### src/rtl/periph_pkg.sv
// Peripheral package
// Bus widths, the APB slot map and register offsets shared by
// the UART, the machine timer and the APB splitter.

`default_nettype none

package periph_pkg;

	// bus and data widths
	typedef logic [15:0] apb_addr_t;
	typedef logic [31:0] apb_data_t;
	typedef logic [7:0]  uart_byte_t;
	typedef logic [63:0] mtime_t;

	// ----------------------------------------
	// address map, slot from paddr[15:14]
	typedef logic [1:0] slot_t;
	localparam slot_t SLOT_TIMER = 2'd0;
	localparam slot_t SLOT_UART  = 2'd1;

	// ----------------------------------------
	// uart register offsets
	typedef logic [3:0] uart_off_t;
	localparam uart_off_t UART_STATUS = 4'h0;
	localparam uart_off_t UART_TXDATA = 4'h4;
	localparam uart_off_t UART_RXDATA = 4'h8;
	localparam uart_off_t UART_IRQ_EN = 4'hc;

	// timer register offsets
	typedef logic [4:0] timer_off_t;
	localparam timer_off_t TIMER_MTIME_LO = 5'h00;
	localparam timer_off_t TIMER_MTIME_HI = 5'h04;
	localparam timer_off_t TIMER_CMP_LO   = 5'h08;
	localparam timer_off_t TIMER_CMP_HI   = 5'h0c;
	localparam timer_off_t TIMER_CTRL     = 5'h10;

endpackage

`default_nettype wire

### src/rtl/apb_splitter.sv
// APB address splitter
// Decodes the top two address bits into the timer slot, the UART
// slot or an unmapped slot, and builds the completer response.
// No wait states, so pready follows the access cycle.

`timescale 1ns/1ps
`default_nettype none

module apb_splitter (
	input  logic                  psel,
	input  logic                  penable,
	input  logic                  pwrite,
	input  periph_pkg::apb_addr_t paddr,

	input  periph_pkg::apb_data_t timer_rdata,
	input  periph_pkg::apb_data_t uart_rdata,
	input  logic                  uart_err,

	output logic                  timer_sel,
	output logic                  uart_sel,

	output periph_pkg::apb_data_t prdata,
	output logic                  pready,
	output logic                  pslverr
);

	import periph_pkg::*;

	slot_t slot;
	logic  unmapped;

	assign slot = paddr[$bits(apb_addr_t)-1 -: $bits(slot_t)];

	// ----------------------------------------
	// select decode
	assign timer_sel = psel && (slot == SLOT_TIMER);
	assign uart_sel  = psel && (slot == SLOT_UART);
	assign unmapped  = psel && !timer_sel && !uart_sel;

	// ----------------------------------------
	// response
	assign pready = psel && penable;

	// unmapped slots always error, uart errors on a full fifo
	assign pslverr = pready && (unmapped || uart_err);

	// read data only on reads, zero otherwise
	always_comb begin
		prdata = '0;
		if (!pwrite) begin
			case (slot)
				SLOT_TIMER: prdata = timer_rdata;
				SLOT_UART:  prdata = uart_rdata;
				default:    prdata = '0;
			endcase
		end
	end

endmodule

`default_nettype wire

### src/rtl/uart_regs.sv
// UART register block
// APB registers of the mini UART: transmit FIFO feeding the
// transmitter, a single receive holding register with overrun,
// status, interrupt enables and the registered interrupt.

`timescale 1ns/1ps
`default_nettype none

module uart_regs #(
	parameter int TX_FIFO_DEPTH = 4
) (
	input  logic                   clk,
	input  logic                   rst,

	input  logic                   sel,
	input  logic                   penable,
	input  logic                   pwrite,
	input  periph_pkg::apb_addr_t  paddr,
	input  periph_pkg::apb_data_t  pwdata,
	output periph_pkg::apb_data_t  rdata,
	output logic                   err,

	output logic                   tx_valid,
	output periph_pkg::uart_byte_t tx_byte,
	input  logic                   tx_ready,

	input  logic                   rx_strobe,
	input  periph_pkg::uart_byte_t rx_byte,

	output logic                   irq
);

	import periph_pkg::*;

	// depth must be a power of two, at least 2
	localparam int PTR_W = $clog2(TX_FIFO_DEPTH);

	uart_off_t  off;
	logic       wr_en;
	logic       rd_en;

	uart_byte_t fifo_mem [TX_FIFO_DEPTH];
	logic [PTR_W:0] wr_ptr;
	logic [PTR_W:0] rd_ptr;
	logic       tx_full;
	logic       tx_empty;
	logic       push;
	logic       pop;

	uart_byte_t rx_data;
	logic       rx_valid;
	logic       rx_overrun;
	logic       rx_pop;
	logic       rx_load;
	logic [1:0] irq_en;

	assign off   = paddr[3:0];
	assign wr_en = sel && penable && pwrite;
	assign rd_en = sel && penable && !pwrite;

	// ----------------------------------------
	// transmit fifo
	assign tx_empty = (wr_ptr == rd_ptr);
	assign tx_full  = (wr_ptr[PTR_W] != rd_ptr[PTR_W]) &&
		(wr_ptr[PTR_W-1:0] == rd_ptr[PTR_W-1:0]);

	assign push     = wr_en && (off == UART_TXDATA) && !tx_full;
	assign pop      = tx_valid && tx_ready;
	assign err      = wr_en && (off == UART_TXDATA) && tx_full;
	assign tx_valid = !tx_empty;
	assign tx_byte  = fifo_mem[rd_ptr[PTR_W-1:0]];

	always_ff @(posedge clk) begin
		if (push)
			fifo_mem[wr_ptr[PTR_W-1:0]] <= pwdata[7:0];
	end

	always_ff @(posedge clk) begin
		if (rst) begin
			wr_ptr <= '0;
			rd_ptr <= '0;
		end else begin
			if (push)
				wr_ptr <= wr_ptr + 1'b1;
			if (pop)
				rd_ptr <= rd_ptr + 1'b1;
		end
	end

	// ----------------------------------------
	// receive holding register
	assign rx_pop  = rd_en && (off == UART_RXDATA);
	// a byte arriving while the old one is still unread is lost
	assign rx_load = rx_strobe && (!rx_valid || rx_pop);

	always_ff @(posedge clk) begin
		if (rx_load)
			rx_data <= rx_byte;
	end

	always_ff @(posedge clk) begin
		if (rst) begin
			rx_valid   <= 1'b0;
			rx_overrun <= 1'b0;
			irq_en     <= 2'b00;
			irq        <= 1'b0;
		end else begin
			if (rx_pop) begin
				rx_valid   <= 1'b0;
				rx_overrun <= 1'b0;
			end
			if (rx_load)
				rx_valid <= 1'b1;
			else if (rx_strobe)
				rx_overrun <= 1'b1;
			if (wr_en && (off == UART_IRQ_EN))
				irq_en <= pwdata[1:0];
			irq <= (rx_valid && irq_en[0]) || (tx_empty && irq_en[1]);
		end
	end

	// ----------------------------------------
	// read mux
	always_comb begin
		case (off)
			UART_STATUS: rdata = {28'd0, rx_overrun, rx_valid, tx_empty, tx_full};
			UART_RXDATA: rdata = rx_valid ? {24'd0, rx_data} : '0;
			UART_IRQ_EN: rdata = {30'd0, irq_en};
			default:     rdata = '0;
		endcase
	end

endmodule

`default_nettype wire

### src/rtl/uart_tx.sv
// UART transmitter
// Takes one byte per valid/ready handshake and sends it as an 8N1
// frame, LSB first, CLK_DIV clocks per bit.

`timescale 1ns/1ps
`default_nettype none

module uart_tx #(
	parameter int CLK_DIV = 8
) (
	input  logic                   clk,
	input  logic                   rst,
	input  logic                   tx_valid,
	input  periph_pkg::uart_byte_t tx_byte,
	output logic                   tx_ready,
	output logic                   tx
);

	import periph_pkg::*;

	localparam int CNT_W = $clog2(CLK_DIV);

	typedef enum logic [1:0] {TX_IDLE, TX_START, TX_DATA, TX_STOP} tx_state_t;

	tx_state_t  state;
	logic [CNT_W-1:0] cnt;
	logic [2:0] bit_idx;
	uart_byte_t shift;
	logic       bit_end;

	assign tx_ready = (state == TX_IDLE);
	assign bit_end  = (cnt == CNT_W'(CLK_DIV - 1));

	always_ff @(posedge clk) begin
		if (rst) begin
			state   <= TX_IDLE;
			cnt     <= '0;
			bit_idx <= '0;
			tx      <= 1'b1;
		end else begin
			cnt <= (state == TX_IDLE || bit_end) ? '0 : cnt + 1'b1;
			case (state)
				TX_IDLE: if (tx_valid) begin
					// start bit goes out on the next cycle
					shift <= tx_byte;
					tx    <= 1'b0;
					state <= TX_START;
				end
				TX_START: if (bit_end) begin
					tx      <= shift[0];
					shift   <= shift >> 1;
					bit_idx <= '0;
					state   <= TX_DATA;
				end
				TX_DATA: if (bit_end) begin
					if (bit_idx == 3'd7) begin
						tx    <= 1'b1;
						state <= TX_STOP;
					end else begin
						tx      <= shift[0];
						shift   <= shift >> 1;
						bit_idx <= bit_idx + 1'b1;
					end
				end
				default: if (bit_end)
					state <= TX_IDLE;
			endcase
		end
	end

endmodule

`default_nettype wire

### src/rtl/uart_rx.sv
// UART receiver
// Two-flop synchroniser on the line, start bit confirmed at half a
// period, data sampled at mid-bit. Good frames are reported with a
// one-cycle strobe at the middle of the stop bit.

`timescale 1ns/1ps
`default_nettype none

module uart_rx #(
	parameter int CLK_DIV = 8
) (
	input  logic                   clk,
	input  logic                   rst,
	input  logic                   rx,
	output logic                   rx_strobe,
	output periph_pkg::uart_byte_t rx_byte
);

	import periph_pkg::*;

	localparam int CNT_W = $clog2(CLK_DIV);

	typedef enum logic [1:0] {RX_IDLE, RX_START, RX_DATA, RX_STOP} rx_state_t;

	rx_state_t  state;
	logic       rx_meta;
	logic       rx_sync;
	logic [CNT_W-1:0] cnt;
	logic [2:0] bit_idx;
	uart_byte_t shift;
	logic       half_end;
	logic       bit_end;

	assign half_end = (cnt == CNT_W'(CLK_DIV / 2 - 1));
	assign bit_end  = (cnt == CNT_W'(CLK_DIV - 1));

	// shift register holds the last byte through the stop bit
	assign rx_byte = shift;

	// ----------------------------------------
	// line synchroniser
	always_ff @(posedge clk) begin
		if (rst) begin
			rx_meta <= 1'b1;
			rx_sync <= 1'b1;
		end else begin
			rx_meta <= rx;
			rx_sync <= rx_meta;
		end
	end

	// ----------------------------------------
	// frame state machine
	always_ff @(posedge clk) begin
		if (rst) begin
			state     <= RX_IDLE;
			cnt       <= '0;
			bit_idx   <= '0;
			rx_strobe <= 1'b0;
		end else begin
			rx_strobe <= 1'b0;
			cnt       <= cnt + 1'b1;
			case (state)
				RX_IDLE: begin
					cnt <= '0;
					if (!rx_sync)
						state <= RX_START;
				end
				RX_START: if (half_end) begin
					cnt     <= '0;
					bit_idx <= '0;
					// glitch shorter than half a bit
					state   <= rx_sync ? RX_IDLE : RX_DATA;
				end
				RX_DATA: if (bit_end) begin
					cnt     <= '0;
					shift   <= {rx_sync, shift[7:1]};
					bit_idx <= bit_idx + 1'b1;
					if (bit_idx == 3'd7)
						state <= RX_STOP;
				end
				default: if (bit_end) begin
					// framing error drops the byte
					rx_strobe <= rx_sync;
					state     <= RX_IDLE;
				end
			endcase
		end
	end

endmodule

`default_nettype wire

### src/rtl/mtimer.sv
// Machine timer
// 64-bit free-running mtime with a 64-bit compare, both written
// as 32-bit halves over APB. The interrupt is registered and only
// raised while counting is enabled.

`timescale 1ns/1ps
`default_nettype none

module mtimer (
	input  logic                  clk,
	input  logic                  rst,

	input  logic                  sel,
	input  logic                  penable,
	input  logic                  pwrite,
	input  periph_pkg::apb_addr_t paddr,
	input  periph_pkg::apb_data_t pwdata,
	output periph_pkg::apb_data_t rdata,

	output logic                  irq
);

	import periph_pkg::*;

	timer_off_t off;
	logic       wr_en;
	logic       ctrl_wr;
	logic       en_next;
	mtime_t     mtime;
	mtime_t     cmp;
	logic       en;

	assign off     = paddr[4:0];
	assign wr_en   = sel && penable && pwrite;
	assign ctrl_wr = wr_en && (off == TIMER_CTRL);

	// enable as it will be after this edge
	assign en_next = ctrl_wr ? pwdata[0] : en;

	// ----------------------------------------
	// counter, compare and control
	always_ff @(posedge clk) begin
		if (rst) begin
			mtime <= '0;
			cmp   <= '1;
			en    <= 1'b0;
			irq   <= 1'b0;
		end else begin
			if (wr_en && off == TIMER_MTIME_LO)
				mtime <= {mtime[63:32], pwdata};
			else if (wr_en && off == TIMER_MTIME_HI)
				mtime <= {pwdata, mtime[31:0]};
			else if (en)
				mtime <= mtime + 1'b1;

			if (wr_en && off == TIMER_CMP_LO)
				cmp[31:0] <= pwdata;
			if (wr_en && off == TIMER_CMP_HI)
				cmp[63:32] <= pwdata;

			if (ctrl_wr)
				en <= pwdata[0];

			irq <= en_next && (mtime >= cmp);
		end
	end

	// ----------------------------------------
	// read mux
	always_comb begin
		case (off)
			TIMER_MTIME_LO: rdata = mtime[31:0];
			TIMER_MTIME_HI: rdata = mtime[63:32];
			TIMER_CMP_LO:   rdata = cmp[31:0];
			TIMER_CMP_HI:   rdata = cmp[63:32];
			TIMER_CTRL:     rdata = {31'd0, en};
			default:        rdata = '0;
		endcase
	end

endmodule

`default_nettype wire

### src/rtl/periph_top.sv
// APB peripheral block
// APB completer port split between a machine timer and a mini UART.
// Both interrupts leave the block as outputs.

`timescale 1ns/1ps
`default_nettype none

module periph_top #(
	parameter int CLK_DIV       = 8,
	parameter int TX_FIFO_DEPTH = 4
) (
	input  logic                  clk,
	input  logic                  rst,

	// apb completer
	input  logic                  psel,
	input  logic                  penable,
	input  logic                  pwrite,
	input  periph_pkg::apb_addr_t paddr,
	input  periph_pkg::apb_data_t pwdata,
	output periph_pkg::apb_data_t prdata,
	output logic                  pready,
	output logic                  pslverr,

	// serial line and interrupts
	input  logic                  uart_rx,
	output logic                  uart_tx,
	output logic                  uart_irq,
	output logic                  timer_irq
);

	import periph_pkg::*;

	logic       timer_sel;
	logic       uart_sel;
	apb_data_t  timer_rdata;
	apb_data_t  uart_rdata;
	logic       uart_err;

	logic       tx_valid;
	logic       tx_ready;
	uart_byte_t tx_byte;
	logic       rx_strobe;
	uart_byte_t rx_byte;

	apb_splitter splitter_u (
		.psel        (psel),
		.penable     (penable),
		.pwrite      (pwrite),
		.paddr       (paddr),
		.timer_rdata (timer_rdata),
		.uart_rdata  (uart_rdata),
		.uart_err    (uart_err),
		.timer_sel   (timer_sel),
		.uart_sel    (uart_sel),
		.prdata      (prdata),
		.pready      (pready),
		.pslverr     (pslverr)
	);

	uart_regs #(
		.TX_FIFO_DEPTH (TX_FIFO_DEPTH)
	) uart_regs_u (
		.clk       (clk),
		.rst       (rst),
		.sel       (uart_sel),
		.penable   (penable),
		.pwrite    (pwrite),
		.paddr     (paddr),
		.pwdata    (pwdata),
		.rdata     (uart_rdata),
		.err       (uart_err),
		.tx_valid  (tx_valid),
		.tx_byte   (tx_byte),
		.tx_ready  (tx_ready),
		.rx_strobe (rx_strobe),
		.rx_byte   (rx_byte),
		.irq       (uart_irq)
	);

	uart_tx #(
		.CLK_DIV (CLK_DIV)
	) uart_tx_u (
		.clk      (clk),
		.rst      (rst),
		.tx_valid (tx_valid),
		.tx_byte  (tx_byte),
		.tx_ready (tx_ready),
		.tx       (uart_tx)
	);

	uart_rx #(
		.CLK_DIV (CLK_DIV)
	) uart_rx_u (
		.clk       (clk),
		.rst       (rst),
		.rx        (uart_rx),
		.rx_strobe (rx_strobe),
		.rx_byte   (rx_byte)
	);

	mtimer timer_u (
		.clk     (clk),
		.rst     (rst),
		.sel     (timer_sel),
		.penable (penable),
		.pwrite  (pwrite),
		.paddr   (paddr),
		.pwdata  (pwdata),
		.rdata   (timer_rdata),
		.irq     (timer_irq)
	);

endmodule

`default_nettype wire

### config.mk
export PLATFORM = sky130hd
export DESIGN_NAME = periph_top
export DESIGN_NICKNAME = d
export VERILOG_FILES = /design/src/rtl/periph_pkg.sv /design/src/rtl/apb_splitter.sv /design/src/rtl/uart_regs.sv /design/src/rtl/uart_tx.sv /design/src/rtl/uart_rx.sv /design/src/rtl/mtimer.sv /design/src/rtl/periph_top.sv
export SDC_FILE = /design/constraint.sdc
export NUM_CORES = 1
export LEC_CHECK = 0
export ABC_AREA = 1
export BUFFER_PORTS_ARGS = -buffer_cell sky130_fd_sc_hd__buf_2
export CAP_MARGIN = 0
export CORE_ASPECT_RATIO = 0.9
export CORE_MARGIN = 1
export CORE_UTILIZATION = 40
export CTS_BUF_LIST = sky130_fd_sc_hd__clkbuf_4
export DETAILED_ROUTE_END_ITERATION = 10
export PLACE_DENSITY_LB_ADDON = 0.05
export SYNTH_ARGS = -nofsm -noshare
export SYNTH_HDL_FRONTEND = slang
export SYNTH_HIERARCHICAL = 1
export SYNTH_SLANG_ARGS = --single-unit
### constraint.sdc
create_clock -name clk -period 2.35 [get_ports clk]
set_input_delay 0.1175 -clock clk [delete_from_list [all_inputs] [get_ports clk]]
set_output_delay 0.1175 -clock clk [all_outputs]
set_load 0.01 [all_outputs]
==> flow_metrics.tcl <==
set metrics [dict create \
    first_global_vias 14304 \
    initial_core_util 0.408 \
    clockRootBuffer "sky130_fd_sc_hd__clkbuf_4" \
    cts_sinks 219 \
    synthCells 2093 \
    design.core.area_um2 35200 \
    timing.hold.worst.start "paddr[4]" \
    critical_path.startpoint_type "flip-flop" \
    timing.hold.worst.class "primary input to flip-flop" \
    clkTransAtPathRegs_ns 0.07 \
    num_vias 15010 \
    timing_hold_violations_final 0 \
    global_route_wire_length_before_repair_mm 86.0 \
    ys_top_cells_by_area "sky130_fd_sc_hd__dfxtp_1 23%, sky130_fd_sc_hd__nand2_1 14%, sky130_fd_sc_hd__edfxtp_1 12%, sky130_fd_sc_hd__ha_1 7.8%, sky130_fd_sc_hd__nor2_1 6.4%" \
    critPathSlowestCell "sky130_fd_sc_hd__dfxtp_2" \
    slew-limit-headroom 0.520 \
    place_congestion 0.963 \
    die_area_um2 36700 \
    synth_enable_flop_cells 56 \
    crit_path_start "timer_u/mtime[42]$_SDFFE_PP0P_" \
    syn-mean-instance-area_um2 6.86 \
    post-route-min-period_ns 2.29 \
    yosysWarningCount 6 \
    wl_met2_mm 24.1 \
    synth_most_common_cell "sky130_fd_sc_hd__nand2_1" \
    cts_tree "built" \
    ioPinCount 91 \
    number_of_design_rule_violations_left_by_the_first_detailed_router_iteration 1231 \
    synth.distinct_cells 47 \
    global_route.overflow_total 0 \
    yosys-top-cells-count "529 x sky130_fd_sc_hd__nand2_1, 244 x sky130_fd_sc_hd__nor2_1, 240 x sky130_fd_sc_hd__inv_1" \
    fillCellCount 3674 \
    drt_drc_violations_left 0 \
    timing.critical_path.arrival_ns 2.17 \
    area_growth_pct 20.5 \
    synth_top_cell_by_area "sky130_fd_sc_hd__dfxtp_1" \
    run_status "finished clean" \
    fp-row-count 65 \
    synth_top_family_by_area "simple AND/OR/NAND/NOR gates" \
    htreeDepth 3 \
    crit_path_end_kind "primary output" \
    dieHeight_um 182 \
    antenna_violations_before_repair 1 \
    reg2reg_slack_ns 0.12 \
    min_period_over_period 0.975 \
    met3RoutedLength_mm 3.63 \
    synth-adder-area-share 0.0784 \
    final-setup-viol-count 0 \
    maximum_clock_skew_at_final_layout_ns 0.0625 \
    routed.top_layer "met5" \
    cts-buffers-inserted 68 \
    synth_sequential_area_ratio 0.344 \
    yosys-mux-area-fraction 0 \
    peakVddDrop_uv 463 \
    cellLeakagePower_nw 7.72 \
    setup_repair_after_global_routing_missed_its_margin "yes" \
    xor_and_xnor_area_share_after_synthesis 0.00549 \
    clock_network_latency_to_the_later_pin_of_the_worst_skew_pair_ns 0.77 \
    final_layout_worst_hold_slack_ns 0.156 \
    dp_hpwl_mm 43.2 \
    crit_path_cell_trace "inv_1 -> o22ai_1 -> a221o_1 -> nand2_1 -> a21oi_1 -> buf_2" \
    post_layout_utilization_of_the_core 0.492 \
    drive_gt1_frac 0.179 \
    met1Wirelength_mm 26.8 \
    clock.fmax_ghz 0.436 \
    async_reset_ff_frac 0 \
    post_synth_instance_area_um2 14400 \
    synth.ff_latch_count 219 \
    worst_pin_slew_ns 0.719 \
    worstPathMaxFanout 6 \
    powerDensity_nw_per_um2 567 \
    max-cap-violations 0 \
    detail_route.first_pass.iterations 5 \
    yosys.area.top_type_share 0.227 \
    nets 2480 \
    ant_nets_after_route 0 \
    synth_flop_cell "sky130_fd_sc_hd__dfxtp_1" \
    post_drt_via_cell_ratio 5.26 \
    global_routing_usage_summed_across_all_routing_layers 0.311 \
    timing.rr.start "timer_u/mtime[22]$_SDFFE_PP0P_" \
    critical_path_class "flip-flop to primary output" \
    io_buffers 81 \
    chipWidth_um 202 \
    cts_buffer_depth 3 \
    grt_max_degree 38 \
    slew_violations 0 \
    detail_route.wirelength_mm 56.5 \
    fraction_of_the_mapped_netlist_area_in_simple_logic_gates 0.307 \
    post_drt_wl_per_cell_um 19.8 \
    critical_path.max_stage_delay_ns 0.44 \
    synth_compound_area_frac 0.159 \
    worst_ep_required_ns 2.23 \
]
-- logic make-up (layout without fill, tap and decap cells) --
family          count (synthesis)  count (layout)
compound gates                388             388
xor+xnor                        9               9
buf+inv                       356             621
simple gates                 1030            1030
flops                         219             219
other cells                     1              25
fa+ha+maj                      90              90
-- registers in the layout, summed over array words and instances (netlist names), 8 cells and up, named ones only --
register / flops
timer_u/cmp: 64
timer_u/mtime: 64
uart_regs_u/fifo_mem: 32
uart_regs_u/rx_data: 8
uart_rx_u/rx_byte: 8
uart_tx_u/shift: 8
-- layout by cell type (no fill, tap or decap), drive strengths merged, types with 74 or more instances in the layout --
master,count
a21oi,154
buf,204
clkbuf,99
dfxtp,163
ha,90
inv,259
nand2,542
nand3,148
nor2,266
o211ai,74
o21ai,88
-- worst max-delay path: cells and delay by family (launching register included) --
kind	cells	cell delay, ns
flops	1	0.44
buf+inv	2	0.25
simple gates	1	0.09
compound gates	3	0.67
-- routing by layer --
layer	vias to the layer above	track usage
met5	-	0.0185
met2	481	0.472
met1	6996	0.439
met4	2	0.122
met3	91	0.0481
li1	7440	-
-- stage by stage --
step	power [mW]	area [um2]	std cells	TNS [ns]	setup WS, ns
global route	10.4	17300	2851	-0.226	-0.0648
floorplan	5.64	14500	2116	0	0.490
global placement	6.11	15900	2686	-0.782	-0.170
CTS	9.96	17200	2848	-0.193	-0.0621
finish	9.82	17300	2851	0	0.0590
detailed placement	6.13	15900	2686	-1.02	-0.182
-- what timing repair did --
action | 4_1_cts | 5_1_grt
hold buffers | 47 | 0
resized for setup | 19 | 42
setup buffers | 0 | 2
endpoints found under the hold margin | 181 | 0
pin swaps | 0 | 4
setup endpoints to repair | 18 | 40
-- final cells by class --
cell class | instances | area (um2) | share of cell area
clock inverters | 16 | 65.1 | 0.00376
flip-flops and latches | 219 | 4990 | 0.288
clock buffers | 99 | 743 | 0.0429
multi-input cells | 1541 | 8100 | 0.468
inverters | 255 | 960 | 0.0554
well taps | 469 | 587 | 0.0339
diodes | 1 | 2.50 | 0.000145
repair buffers | 251 | 1860 | 0.108
-- where the power goes --
group | total (mW) | switching [mW] | leakage (nW) | internal [mW]
sequential | 4.19 | 0.131 | 1.84 | 4.06
combinational | 1.92 | 1.25 | 5.39 | 0.672
clock | 3.70 | 1.79 | 0.492 | 1.92
-- worst paths after layout --
path	end	cells after the start
setup / recovery	prdata[10]	6
hold / removal	timer_u/cmp[0]$_SDFFE_PP1P_	6
setup reg to reg	timer_u/irq$_SDFF_PP0_	11
hold reg to reg	uart_rx_u/rx_sync$_SDFF_PP1_	1
(Power assumes the default switching activity.)
